==> config.mk <==
export PLATFORM = sky130hd
export DESIGN_NAME = axi_recorder_top
export DESIGN_NICKNAME = d
export VERILOG_FILES = /design/src/source/rr_pkg.sv /design/src/source/axi_channel_logger.sv /design/src/source/log_flow_ctrl.sv /design/src/source/log_record_packer.sv /design/src/source/log_fifo.sv /design/src/source/axi_recorder_top.sv
export SDC_FILE = /design/constraint.sdc
export NUM_CORES = 2
export LEC_CHECK = 0
export BUFFER_PORTS_ARGS = -buffer_cell sky130_fd_sc_hd__buf_2
export CAP_MARGIN = 20
export CELL_PAD_IN_SITES_DETAIL_PLACEMENT = 1
export CELL_PAD_IN_SITES_GLOBAL_PLACEMENT = 2
export CORE_MARGIN = 2
export CORE_UTILIZATION = 55
export CTS_BUF_LIST = sky130_fd_sc_hd__clkbuf_2
export CTS_CLUSTER_SIZE = 28
export DETAILED_ROUTE_END_ITERATION = 6
export PLACE_DENSITY = 0.91
export RECOVER_POWER = 50
export SLEW_MARGIN = 10
export SYNTH_ARGS = -nofsm -noshare
export SYNTH_HDL_FRONTEND = slang
export SYNTH_HIERARCHICAL = 1
export SYNTH_SLANG_ARGS = --single-unit
export TNS_END_PERCENT = 50
==> constraint.sdc <==
create_clock -name clk -period 10.2 [get_ports clk]
set_clock_uncertainty 0.05 [all_clocks]
set_input_delay 1.02 -clock clk [delete_from_list [all_inputs] [get_ports clk]]
set_output_delay 1.02 -clock clk [all_outputs]
set_load 0.02 [all_outputs]
==> src/source/rr_pkg.sv <==
package rr_pkg;

   // AXI field widths
   localparam int ID_W   = 4;
   localparam int ADDR_W = 32;
   localparam int DATA_W = 32;
   localparam int LEN_W  = 8;
   localparam int SIZE_W = 3;
   localparam int STRB_W = DATA_W / 8;
   localparam int RESP_W = 2;

   // Channel indices, also the bitmap bit and slot order
   localparam int NUM_CH = 5;
   localparam int CH_AW  = 0;
   localparam int CH_W   = 1;
   localparam int CH_AR  = 2;
   localparam int CH_B   = 3;
   localparam int CH_R   = 4;

   // Payload widths per channel
   localparam int AW_W = ID_W + ADDR_W + LEN_W + SIZE_W;
   localparam int W_W  = ID_W + DATA_W + STRB_W + 1;
   localparam int AR_W = ID_W + ADDR_W + LEN_W + SIZE_W;
   localparam int B_W  = ID_W + RESP_W;
   localparam int R_W  = ID_W + DATA_W + RESP_W + 1;

   typedef int ch_table_t [NUM_CH];

   localparam ch_table_t CH_WIDTHS = '{AW_W, W_W, AR_W, B_W, R_W};

   // Sum of the widths of channels below n
   function automatic int sum_widths(int n);
      int sum;
      sum = 0;
      for (int i = 0; i < n; i++) begin
         sum += CH_WIDTHS[i];
      end
      return sum;
   endfunction

   function automatic int max_width();
      int w;
      w = 0;
      for (int i = 0; i < NUM_CH; i++) begin
         if (CH_WIDTHS[i] > w) begin
            w = CH_WIDTHS[i];
         end
      end
      return w;
   endfunction

   localparam int CH_MAX_W = max_width();

   // Slots packed in channel order from bit 0
   localparam ch_table_t CH_OFFSETS = '{sum_widths(CH_AW), sum_widths(CH_W),
                                        sum_widths(CH_AR), sum_widths(CH_B),
                                        sum_widths(CH_R)};

   // Record is {bitmap, payload slots}
   localparam int REC_PAYLOAD_W = sum_widths(NUM_CH);
   localparam int REC_MAP_LSB   = REC_PAYLOAD_W;
   localparam int REC_W         = NUM_CH + REC_PAYLOAD_W;

endpackage

==> src/source/axi_channel_logger.sv <==
`timescale 1ns/1ns

module axi_channel_logger #(
   parameter int WIDTH = 8
) (
   input  logic             clk,
   input  logic             i_rst,
   // Source side
   input  logic             i_in_valid,
   input  logic [WIDTH-1:0] i_in_data,
   output logic             o_in_ready,
   // Destination side
   output logic             o_out_valid,
   output logic [WIDTH-1:0] o_out_data,
   input  logic             i_out_ready,
   // Log side
   output logic             o_logb_valid,
   output logic [WIDTH-1:0] o_logb_data,
   input  logic             i_stall
);

   logic             full_q;
   logic [WIDTH-1:0] data_q;
   logic             logb_q;
   logic             accept;

   // Room when empty or draining this cycle, never while stalled
   assign o_in_ready = !i_stall && (!full_q || i_out_ready);
   assign accept     = i_in_valid && o_in_ready;

   always_ff @(posedge clk) begin
      if (i_rst) begin
         full_q <= 1'b0;
         logb_q <= 1'b0;
      end else begin
         // One pulse per accepted beat, a held beat is not logged again
         logb_q <= accept;
         if (accept) begin
            full_q <= 1'b1;
         end else if (i_out_ready) begin
            full_q <= 1'b0;
         end
      end
   end

   always_ff @(posedge clk) begin
      if (accept) begin
         data_q <= i_in_data;
      end
   end

   assign o_out_valid = full_q;
   assign o_out_data  = data_q;

   // Register holds the new beat in the pulse cycle
   assign o_logb_valid = logb_q;
   assign o_logb_data  = data_q;

endmodule

==> src/source/log_flow_ctrl.sv <==
`timescale 1ns/1ns

module log_flow_ctrl #(
   parameter int LOG_DEPTH = 16
) (
   input  logic                       clk,
   input  logic                       i_rst,
   input  logic [$clog2(LOG_DEPTH):0] i_count,
   output logic                       o_stall
);

   localparam int CNT_W = $clog2(LOG_DEPTH) + 1;

   // Leaves room for the 3 records still in the pipeline
   localparam logic [CNT_W-1:0] HI_MARK = CNT_W'(LOG_DEPTH - 4);
   localparam logic [CNT_W-1:0] LO_MARK = CNT_W'(LOG_DEPTH / 2);

   logic stall_q;

   // Hysteresis keeps the stall from toggling on every record
   always_ff @(posedge clk) begin
      if (i_rst) begin
         stall_q <= 1'b0;
      end else if (i_count >= HI_MARK) begin
         stall_q <= 1'b1;
      end else if (i_count <= LO_MARK) begin
         stall_q <= 1'b0;
      end
   end

   assign o_stall = stall_q;

endmodule

==> src/source/log_record_packer.sv <==
`timescale 1ns/1ns

module log_record_packer (
   input  logic                             clk,
   input  logic                             i_rst,
   input  logic [rr_pkg::NUM_CH-1:0]        i_logb_valid,
   input  logic [rr_pkg::REC_PAYLOAD_W-1:0] i_logb_data,
   output logic                             o_rec_valid,
   output logic [rr_pkg::REC_W-1:0]         o_rec_data
);

   import rr_pkg::*;

   logic [REC_PAYLOAD_W-1:0] slot_mask;
   logic [REC_PAYLOAD_W-1:0] payload;
   logic                     rec_valid_q;
   logic [REC_W-1:0]         rec_data_q;

   // Per-slot enable from the bitmap
   for (genvar g = 0; g < NUM_CH; g++) begin : gen_mask
      assign slot_mask[CH_OFFSETS[g] +: CH_WIDTHS[g]] = {CH_WIDTHS[g]{i_logb_valid[g]}};
   end

   // Idle slots read as zero
   assign payload = i_logb_data & slot_mask;

   always_ff @(posedge clk) begin
      if (i_rst) begin
         rec_valid_q <= 1'b0;
      end else begin
         rec_valid_q <= |i_logb_valid;
      end
   end

   // All beats of one cycle go into a single record
   always_ff @(posedge clk) begin
      if (|i_logb_valid) begin
         rec_data_q[REC_MAP_LSB +: NUM_CH]  <= i_logb_valid;
         rec_data_q[REC_PAYLOAD_W-1:0]      <= payload;
      end
   end

   assign o_rec_valid = rec_valid_q;
   assign o_rec_data  = rec_data_q;

endmodule

==> src/source/log_fifo.sv <==
`timescale 1ns/1ns

module log_fifo #(
   parameter int LOG_DEPTH = 16
) (
   input  logic                       clk,
   input  logic                       i_rst,
   // Write side, no full check
   input  logic                       i_wr_valid,
   input  logic [rr_pkg::REC_W-1:0]   i_wr_data,
   // Read side
   output logic                       o_rd_valid,
   output logic [rr_pkg::REC_W-1:0]   o_rd_data,
   input  logic                       i_rd_ready,
   output logic [$clog2(LOG_DEPTH):0] o_count
);

   import rr_pkg::*;

   localparam int PTR_W = $clog2(LOG_DEPTH);

   logic [REC_W-1:0] mem [LOG_DEPTH];
   logic [PTR_W-1:0] wr_ptr;
   logic [PTR_W-1:0] rd_ptr;
   logic [PTR_W:0]   count_q;
   logic             wr_en;
   logic             rd_en;

   // Flow control upstream guarantees room
   assign wr_en = i_wr_valid;
   assign rd_en = o_rd_valid && i_rd_ready;

   always_ff @(posedge clk) begin
      if (i_rst) begin
         wr_ptr  <= '0;
         rd_ptr  <= '0;
         count_q <= '0;
      end else begin
         if (wr_en) begin
            wr_ptr <= wr_ptr + 1'b1;
         end
         if (rd_en) begin
            rd_ptr <= rd_ptr + 1'b1;
         end
         case ({wr_en, rd_en})
            2'b10:   count_q <= count_q + 1'b1;
            2'b01:   count_q <= count_q - 1'b1;
            default: count_q <= count_q;
         endcase
      end
   end

   always_ff @(posedge clk) begin
      if (wr_en) begin
         mem[wr_ptr] <= i_wr_data;
      end
   end

   // Head shows in the cycle after the first write
   assign o_rd_valid = (count_q != '0);
   assign o_rd_data  = mem[rd_ptr];
   assign o_count    = count_q;

endmodule

==> src/source/axi_recorder_top.sv <==
`timescale 1ns/1ns

module axi_recorder_top #(
   parameter int LOG_DEPTH = 16
) (
   input  logic                         clk,
   input  logic                         i_rst,

   // Master side, driven by the external master
   input  logic                         i_m_awvalid,
   input  logic [rr_pkg::ID_W-1:0]      i_m_awid,
   input  logic [rr_pkg::ADDR_W-1:0]    i_m_awaddr,
   input  logic [rr_pkg::LEN_W-1:0]     i_m_awlen,
   input  logic [rr_pkg::SIZE_W-1:0]    i_m_awsize,
   output logic                         o_m_awready,
   input  logic                         i_m_wvalid,
   input  logic [rr_pkg::ID_W-1:0]      i_m_wid,
   input  logic [rr_pkg::DATA_W-1:0]    i_m_wdata,
   input  logic [rr_pkg::STRB_W-1:0]    i_m_wstrb,
   input  logic                         i_m_wlast,
   output logic                         o_m_wready,
   input  logic                         i_m_arvalid,
   input  logic [rr_pkg::ID_W-1:0]      i_m_arid,
   input  logic [rr_pkg::ADDR_W-1:0]    i_m_araddr,
   input  logic [rr_pkg::LEN_W-1:0]     i_m_arlen,
   input  logic [rr_pkg::SIZE_W-1:0]    i_m_arsize,
   output logic                         o_m_arready,
   output logic                         o_m_bvalid,
   output logic [rr_pkg::ID_W-1:0]      o_m_bid,
   output logic [rr_pkg::RESP_W-1:0]    o_m_bresp,
   input  logic                         i_m_bready,
   output logic                         o_m_rvalid,
   output logic [rr_pkg::ID_W-1:0]      o_m_rid,
   output logic [rr_pkg::DATA_W-1:0]    o_m_rdata,
   output logic [rr_pkg::RESP_W-1:0]    o_m_rresp,
   output logic                         o_m_rlast,
   input  logic                         i_m_rready,

   // Slave side, driven by the external slave
   output logic                         o_s_awvalid,
   output logic [rr_pkg::ID_W-1:0]      o_s_awid,
   output logic [rr_pkg::ADDR_W-1:0]    o_s_awaddr,
   output logic [rr_pkg::LEN_W-1:0]     o_s_awlen,
   output logic [rr_pkg::SIZE_W-1:0]    o_s_awsize,
   input  logic                         i_s_awready,
   output logic                         o_s_wvalid,
   output logic [rr_pkg::ID_W-1:0]      o_s_wid,
   output logic [rr_pkg::DATA_W-1:0]    o_s_wdata,
   output logic [rr_pkg::STRB_W-1:0]    o_s_wstrb,
   output logic                         o_s_wlast,
   input  logic                         i_s_wready,
   output logic                         o_s_arvalid,
   output logic [rr_pkg::ID_W-1:0]      o_s_arid,
   output logic [rr_pkg::ADDR_W-1:0]    o_s_araddr,
   output logic [rr_pkg::LEN_W-1:0]     o_s_arlen,
   output logic [rr_pkg::SIZE_W-1:0]    o_s_arsize,
   input  logic                         i_s_arready,
   input  logic                         i_s_bvalid,
   input  logic [rr_pkg::ID_W-1:0]      i_s_bid,
   input  logic [rr_pkg::RESP_W-1:0]    i_s_bresp,
   output logic                         o_s_bready,
   input  logic                         i_s_rvalid,
   input  logic [rr_pkg::ID_W-1:0]      i_s_rid,
   input  logic [rr_pkg::DATA_W-1:0]    i_s_rdata,
   input  logic [rr_pkg::RESP_W-1:0]    i_s_rresp,
   input  logic                         i_s_rlast,
   output logic                         o_s_rready,

   // Log port
   output logic                         o_log_valid,
   output logic [rr_pkg::REC_W-1:0]     o_log_data,
   input  logic                         i_log_ready
);

   import rr_pkg::*;

   // Channel arrays, indexed by CH_*
   logic [NUM_CH-1:0]        src_valid;
   logic [NUM_CH-1:0]        src_ready;
   logic [CH_MAX_W-1:0]      src_data [NUM_CH];
   logic [NUM_CH-1:0]        dst_valid;
   logic [NUM_CH-1:0]        dst_ready;
   logic [CH_MAX_W-1:0]      dst_data [NUM_CH];

   // Log path
   logic [NUM_CH-1:0]        logb_valid;
   logic [REC_PAYLOAD_W-1:0] logb_data;
   logic                     rec_valid;
   logic [REC_W-1:0]         rec_data;
   logic [$clog2(LOG_DEPTH):0] log_count;
   logic                     log_stall;

   // AW, W and AR flow master to slave
   assign src_valid[CH_AW] = i_m_awvalid;
   assign src_data[CH_AW]  = CH_MAX_W'({i_m_awid, i_m_awaddr, i_m_awlen, i_m_awsize});
   assign o_m_awready      = src_ready[CH_AW];
   assign o_s_awvalid      = dst_valid[CH_AW];
   assign dst_ready[CH_AW] = i_s_awready;
   assign {o_s_awid, o_s_awaddr, o_s_awlen, o_s_awsize} = dst_data[CH_AW][AW_W-1:0];

   assign src_valid[CH_W]  = i_m_wvalid;
   assign src_data[CH_W]   = CH_MAX_W'({i_m_wid, i_m_wdata, i_m_wstrb, i_m_wlast});
   assign o_m_wready       = src_ready[CH_W];
   assign o_s_wvalid       = dst_valid[CH_W];
   assign dst_ready[CH_W]  = i_s_wready;
   assign {o_s_wid, o_s_wdata, o_s_wstrb, o_s_wlast} = dst_data[CH_W][W_W-1:0];

   assign src_valid[CH_AR] = i_m_arvalid;
   assign src_data[CH_AR]  = CH_MAX_W'({i_m_arid, i_m_araddr, i_m_arlen, i_m_arsize});
   assign o_m_arready      = src_ready[CH_AR];
   assign o_s_arvalid      = dst_valid[CH_AR];
   assign dst_ready[CH_AR] = i_s_arready;
   assign {o_s_arid, o_s_araddr, o_s_arlen, o_s_arsize} = dst_data[CH_AR][AR_W-1:0];

   // B and R flow slave to master
   assign src_valid[CH_B]  = i_s_bvalid;
   assign src_data[CH_B]   = CH_MAX_W'({i_s_bid, i_s_bresp});
   assign o_s_bready       = src_ready[CH_B];
   assign o_m_bvalid       = dst_valid[CH_B];
   assign dst_ready[CH_B]  = i_m_bready;
   assign {o_m_bid, o_m_bresp} = dst_data[CH_B][B_W-1:0];

   assign src_valid[CH_R]  = i_s_rvalid;
   assign src_data[CH_R]   = CH_MAX_W'({i_s_rid, i_s_rdata, i_s_rresp, i_s_rlast});
   assign o_s_rready       = src_ready[CH_R];
   assign o_m_rvalid       = dst_valid[CH_R];
   assign dst_ready[CH_R]  = i_m_rready;
   assign {o_m_rid, o_m_rdata, o_m_rresp, o_m_rlast} = dst_data[CH_R][R_W-1:0];

   // One logger per channel, each writing its own record slot
   for (genvar g = 0; g < NUM_CH; g++) begin : gen_logger
      localparam int WIDTH = CH_WIDTHS[g];

      logic [WIDTH-1:0] out_data;

      axi_channel_logger #(
         .WIDTH(WIDTH)
      ) logger_i (
         .clk         (clk),
         .i_rst       (i_rst),
         .i_in_valid  (src_valid[g]),
         .i_in_data   (src_data[g][WIDTH-1:0]),
         .o_in_ready  (src_ready[g]),
         .o_out_valid (dst_valid[g]),
         .o_out_data  (out_data),
         .i_out_ready (dst_ready[g]),
         .o_logb_valid(logb_valid[g]),
         .o_logb_data (logb_data[CH_OFFSETS[g] +: WIDTH]),
         .i_stall     (log_stall)
      );

      assign dst_data[g] = CH_MAX_W'(out_data);
   end

   log_record_packer packer_i (
      .clk         (clk),
      .i_rst       (i_rst),
      .i_logb_valid(logb_valid),
      .i_logb_data (logb_data),
      .o_rec_valid (rec_valid),
      .o_rec_data  (rec_data)
   );

   log_fifo #(
      .LOG_DEPTH(LOG_DEPTH)
   ) fifo_i (
      .clk       (clk),
      .i_rst     (i_rst),
      .i_wr_valid(rec_valid),
      .i_wr_data (rec_data),
      .o_rd_valid(o_log_valid),
      .o_rd_data (o_log_data),
      .i_rd_ready(i_log_ready),
      .o_count   (log_count)
   );

   // Stall every channel while the log backs up
   log_flow_ctrl #(
      .LOG_DEPTH(LOG_DEPTH)
   ) flow_ctrl_i (
      .clk    (clk),
      .i_rst  (i_rst),
      .i_count(log_count),
      .o_stall(log_stall)
   );

endmodule

# Word-level counts from Yosys, hierarchy flattened

Memory sizes are Yosys's and may differ from the RTL's. A register that Yosys moved wholly into a read port is not among the register bits.
Cells that the tools add are included.

Equal/unequal tests: 2
Reduce and logical (&&, ||, !) cells: 31
Mux-type cells: 17
Bitwise logic cells: 1
Add/subtract/negate cells: 4
$lt $le $gt $ge: 2

Operators with widths:

| cell                                                                                | count |
|---|---|
| 180-bit AND                                                                         | 1 |
| 1-bit 2-to-1 mux                                                                    | 14 |
| 2-bit nonzero test                                                                  | 7 |
| 1-bit logical AND                                                                   | 11 |
| 5-bit case mux with 2 select lines                                                  | 1 |
| 4-bit by 1-bit adder with 4-bit output, second input constant                       | 2 |
| 4-bit 2-to-1 mux                                                                    | 2 |
| 1-bit logical NOT                                                                   | 6 |
| 5-bit by 1-bit adder with 5-bit output, second input constant                       | 1 |
| 5-bit by 4-bit greater-or-equal comparator with 1-bit output, second input constant | 1 |
| 5-bit by 4-bit less-or-equal comparator with 1-bit output, second input constant    | 1 |
| 1-bit logical OR                                                                    | 5 |
| 5-bit nonzero test                                                                  | 1 |
| 5-bit OR reduction                                                                  | 1 |
| 5-bit by 1-bit subtractor with 5-bit output, second input constant                  | 1 |
| 2-bit by 1-bit equality test with 1-bit output, second input constant               | 1 |
| 2-bit equality test, second input constant                                          | 1 |

Memories kept: 1
Register bits: 390
Bits in writable memories: 2,960
Word-level logic and storage cells: 79
Input bits: 193

Memories:

| memory     | words | bits a word | rd ports | clocked after memory_dff | wr ports | line           | source |
|---|---|---|---|---|---|---|---|
| fifo_i.mem | 16    | 185         | 1        | 1                        | 1        | log_fifo.sv:22 | `logic [REC_W-1:0] mem [LOG_DEPTH];` |

# Depth between registers and ports, before layout

Depth after elaboration: 5
Mapped depth: 12
Depth with buffers taken out: 10

# Modules after synthesis

The synthesis kept the hierarchy.

By module, submodules not included:

| module                                          | cells an instance | times used | area each (um^2) | seq. area each (um^2) |
|---|---|---|---|---|
| log_fifo                                        | 4,630             | 1          | 111,162.9        | 89,225.6 |
| log_record_packer                               | 388               | 1          | 6,879.1          | 5,575.3 |
| axi_channel_logger (gen_logger[0].logger_i ...) | 103               | 2          | 1,864.3          | 1,451.4 |
| axi_channel_logger (gen_logger[1].logger_i)     | 91                | 1          | 1,639.1          | 1,271.2 |
| axi_channel_logger (gen_logger[4].logger_i)     | 87                | 1          | 1,564.0          | 1,211.2 |
| axi_channel_logger (gen_logger[3].logger_i)     | 21                | 1          | 325.3            | 220.2 |
| log_flow_ctrl                                   | 5                 | 1          | 45.0             | 20.0 |

# Worst setup path after synthesis

Ideal clock, no wire load.

Path type: register -> register
From: register packer_i.rec_valid_q (netlist: packer_i/o_rec_valid)
To: memory fifo_i/mem[10][0] in the netlist's numbering, enable pin
Stages on the path, launching flop included: 5
Path buffers: 1
Required time: 9.583 ns
Arrival: 5.177 ns
Library setup time: 0.567 ns
Setup slack: 4.406 ns
Cell sequence: dfxtp_1 clkbuf_1 inv_1 nor3b_1 and2_1

Cells in the longest elaborated chain, start to end: 2

RTL lines:

| what                                   | line                    | source |
|---|---|---|
| start: declaration                     | log_record_packer.sv:16 | `logic rec_valid_q;` |
| start signal: assignment               | log_record_packer.sv:31 | `rec_valid_q <= \|i_logb_valid;` |
| 1-bit 2-to-1 mux                       | log_fifo.sv:54          | `if (wr_en) begin` |
| 1-bit 2-to-1 mux (implied by the code) | log_fifo.sv:55          | `mem[wr_ptr] <= i_wr_data;` |
| end: declaration                       | log_fifo.sv:22          |  |

No other way between the ends.

==> flow_summary.toml <==
[final_layout]
drive_above_1_share = 0.349
fillers = 19300
mostFrequentLayoutCells = "edfxtp_1, clkbuf_2, mux4_2"
final_common_cell = "edfxtp_1"
final_net_count = 7115
syn_to_final_growth_pct = 13.3
utilization = 0.625

[critical_path]
r2r_start = "gen_logger[1].logger_i/o_logb_valid"
max_stage_delay_ns = 0.96
worstRegToRegCells = 4
rrSetupSlack_ns = 4.13
worstPathCellList = "buf_4 -> buf_12 -> mux4_2 -> o22ai_1 -> nor2_1 -> buf_2"
critical_path.max_fanout = 147
crit_required_ns = 9.13
rr_endpoint = "packer_i/o_rec_data[127]"
criticalPathCategory = "reg -> out"
critPathLaunchType = "flop"
crit_path_end_kind = "primary output"
arrival_ns = 6.28
slowest_stage = "buf_4"

[clock_tree]
hold_buffers = 476
cts_tree = "done"
clk_pin_slew_worst_paths_ns = 0.14
postCtsResizedCells = 0
clk_latency_ns = 2.19
clk_path_buf_depth = 4
cts-root-buf = "clkbuf_2"
htree_levels = 6
cts_made_buffers = 801
cts_setup_buffers = 0
clock_sinks = 3354

[timing]
slew_viol_final = 586
rsz0062_at_grt = "false"
worstMarginPinSlew_ns = 4.76
period_share = 0.720
layout_min_cycle_time_ns = 7.35
hold_viol_final = 0
relSlewSlack = -2.17
max_freq_mhz = 136
final.setup.tns_ns = 0
setup_violations = 0

[job]
maxCapViolations = 17

[worst_hold_path]
whs_endpoint = "gen_logger[1].logger_i/o_logb_data[24]"
min_path_type = "in -> reg"
hold_depth = 3
hp-start = "i_m_wdata[19]"

[synth]
synth_top_area_share = 0.797
synth_edf_count = 3325
ys_seq_area_frac = 0.801
synthArstFlopShare = 0
synth.avg_cell_area_um2 = 23.1
synthCells = 5428
synth_area_leader_cell = "edfxtp_1"
ys_types = 51
ys_warn_count = 6
syn-cell-area_um2 = 125000
synthTopCellsByArea = "edfxtp_1, mux4_2, buf_4, a22oi_1, and2_1"
synth-seq-cells = 3354
synth_nets = 5630
synth-main-ff-cell = "edfxtp_1"

[floorplan]
rows = 175
die_y_um = 481
die-area_um2 = 232000
io_pins = 569
die_w_um = 481
core-area_um2 = 227000
initial_utilization = 0.552

[route]
vias_per_cell = 6.41
wire_per_inst_um = 35.2
drtIter0Drc = 9427
via_count = 67500
final_antenna_net_count = 0
drtPass1Iterations = 5
drc = 0
detail_route.wirelength_um = 371000

[placed_design]
port_buffers = 568
gp_congestion = 0.734
dp_hpwl_um = 163000

[run_status]
outcome = "complete, but fails checks"
failed_checks = "capacitance limit, slew limit"

[grt]
grt_pass1_vias = 73800
grt_pass1_wl_um = 527000
antenna_found_initial = 30
grt_use_total = 0.321
grt_max_degree = 148
overflow = 0

[power_and_ir_drop]
p_per_area_nw_per_um2 = 234
p_leak_nw = 47.2
ir_worst_vdd_v = 0.000233
-- synth_stat cells, types with 5 or more instances --
master,number
buf_6,13
clkbuf_1,113
o22ai_1,157
ha_1,9
buf_1,15
nand2b_1,10
nor3_2,5
a22oi_1,214
clkbuf_2,8
inv_1,6
nand2b_4,5
dfxtp_1,29
buf_2,64
a21oi_2,6
nor2_1,103
xor2_1,6
and2_1,188
mux4_2,740
and2_2,9
edfxtp_1,3325
nor2b_4,5
nor3b_1,5
nand2_1,115
buf_4,237
-- through the flow --
stage	total power, mW	hold slack, ns	instances	area, um2	worst slack (ns)
after floorplan	21.9	0.414	5428	125000	4.41
after global placement	23.6	0.432	8640	130000	5.00
after detailed placement	23.9	0.458	8641	130000	5.09
after CTS	32.6	0.000392	10500	142000	2.74
after global routing	34.3	0.00768	10500	142000	2.51
final	33.2	0.196	10500	142000	2.85
-- worst max-delay path by stage --
stage	endpoint	slack (ns)	cells past startpoint	startpoint
after floorplan	fifo_i/mem[10][0]	4.41	4	packer_i/o_rec_valid
after global placement	o_log_data[20]	5.00	6	flop
after detailed placement	o_log_data[6]	5.09	6	flop
after CTS	o_log_data[6]	2.74	6	flop
after global routing	o_log_data[6]	2.51	6	flop
final	o_log_data[6]	2.85	6	flop
-- kinds of logic (layout without fill, tap and decap cells) --
family	after synthesis	in the layout	share of synthesized area
and+or+nand+nor	467	467	0.0200
AOI/OAI and AO/OA	391	391	0.0219
xor gates and xnor gates	8	8	0.000559
other	0	17	0
DFF	3354	3354	0.801
adders and majority gates	9	9	0.000898
muxes	743	743	0.133
buffers and inverters	456	2525	0.0223
-- routing by layer --
metal  global-route usage  wire length [um]  vias up
met4                0.163             17400       22
met1                0.402            127000    35100
met2                0.527            187000     5378
met5                    0               154        -
li1                     -                 -    26000
met3               0.0766             39300     1023
-- layout make-up --
cell class	instances	area, um2	share of cell area
inverter	6	22.5	0.000159
clock buffer	1136	5690	0.0401
antenna	17	42.5	0.000300
tap	3009	3760	0.0265
sequential	3354	100000	0.708
clock inverter	251	1330	0.00934
timing repair buffer	1132	8540	0.0601
multi-input combinational	1618	22100	0.156
-- worst max-delay path: cells and delay by family (launching register included) --
family                 cells  cell delay, ns
buffers and inverters      3            1.97
flip-flops                 1            0.94
multiplexers               1            0.45
AO/OA/AOI/OAI              1            0.53
AND/OR/NAND/NOR            1            0.16
-- flip-flops by register name (all words and copies together) (netlist names), named ones only --
signal	flops
fifo_i/wr_ptr	4
gen_logger.logger_i/o_out_valid	5
fifo_i/rd_ptr	4
packer_i/o_rec_data	185
fifo_i/o_count	5
fifo_i/mem	2960
flow_ctrl_i/o_stall	1
packer_i/o_rec_valid	1
gen_logger.logger_i/o_logb_data	180
gen_logger.logger_i/o_logb_valid	5
-- power by group --
part / total [mW] / switching, mW / internal, mW
Clock: 9.18 / 5.91 / 3.27
Combinational: 6.63 / 3.74 / 2.89
Sequential: 17.4 / 0.977 / 16.4
Total: 33.2 / 10.6 / 22.5
Note: power is estimated with default switching activity, not from simulation.
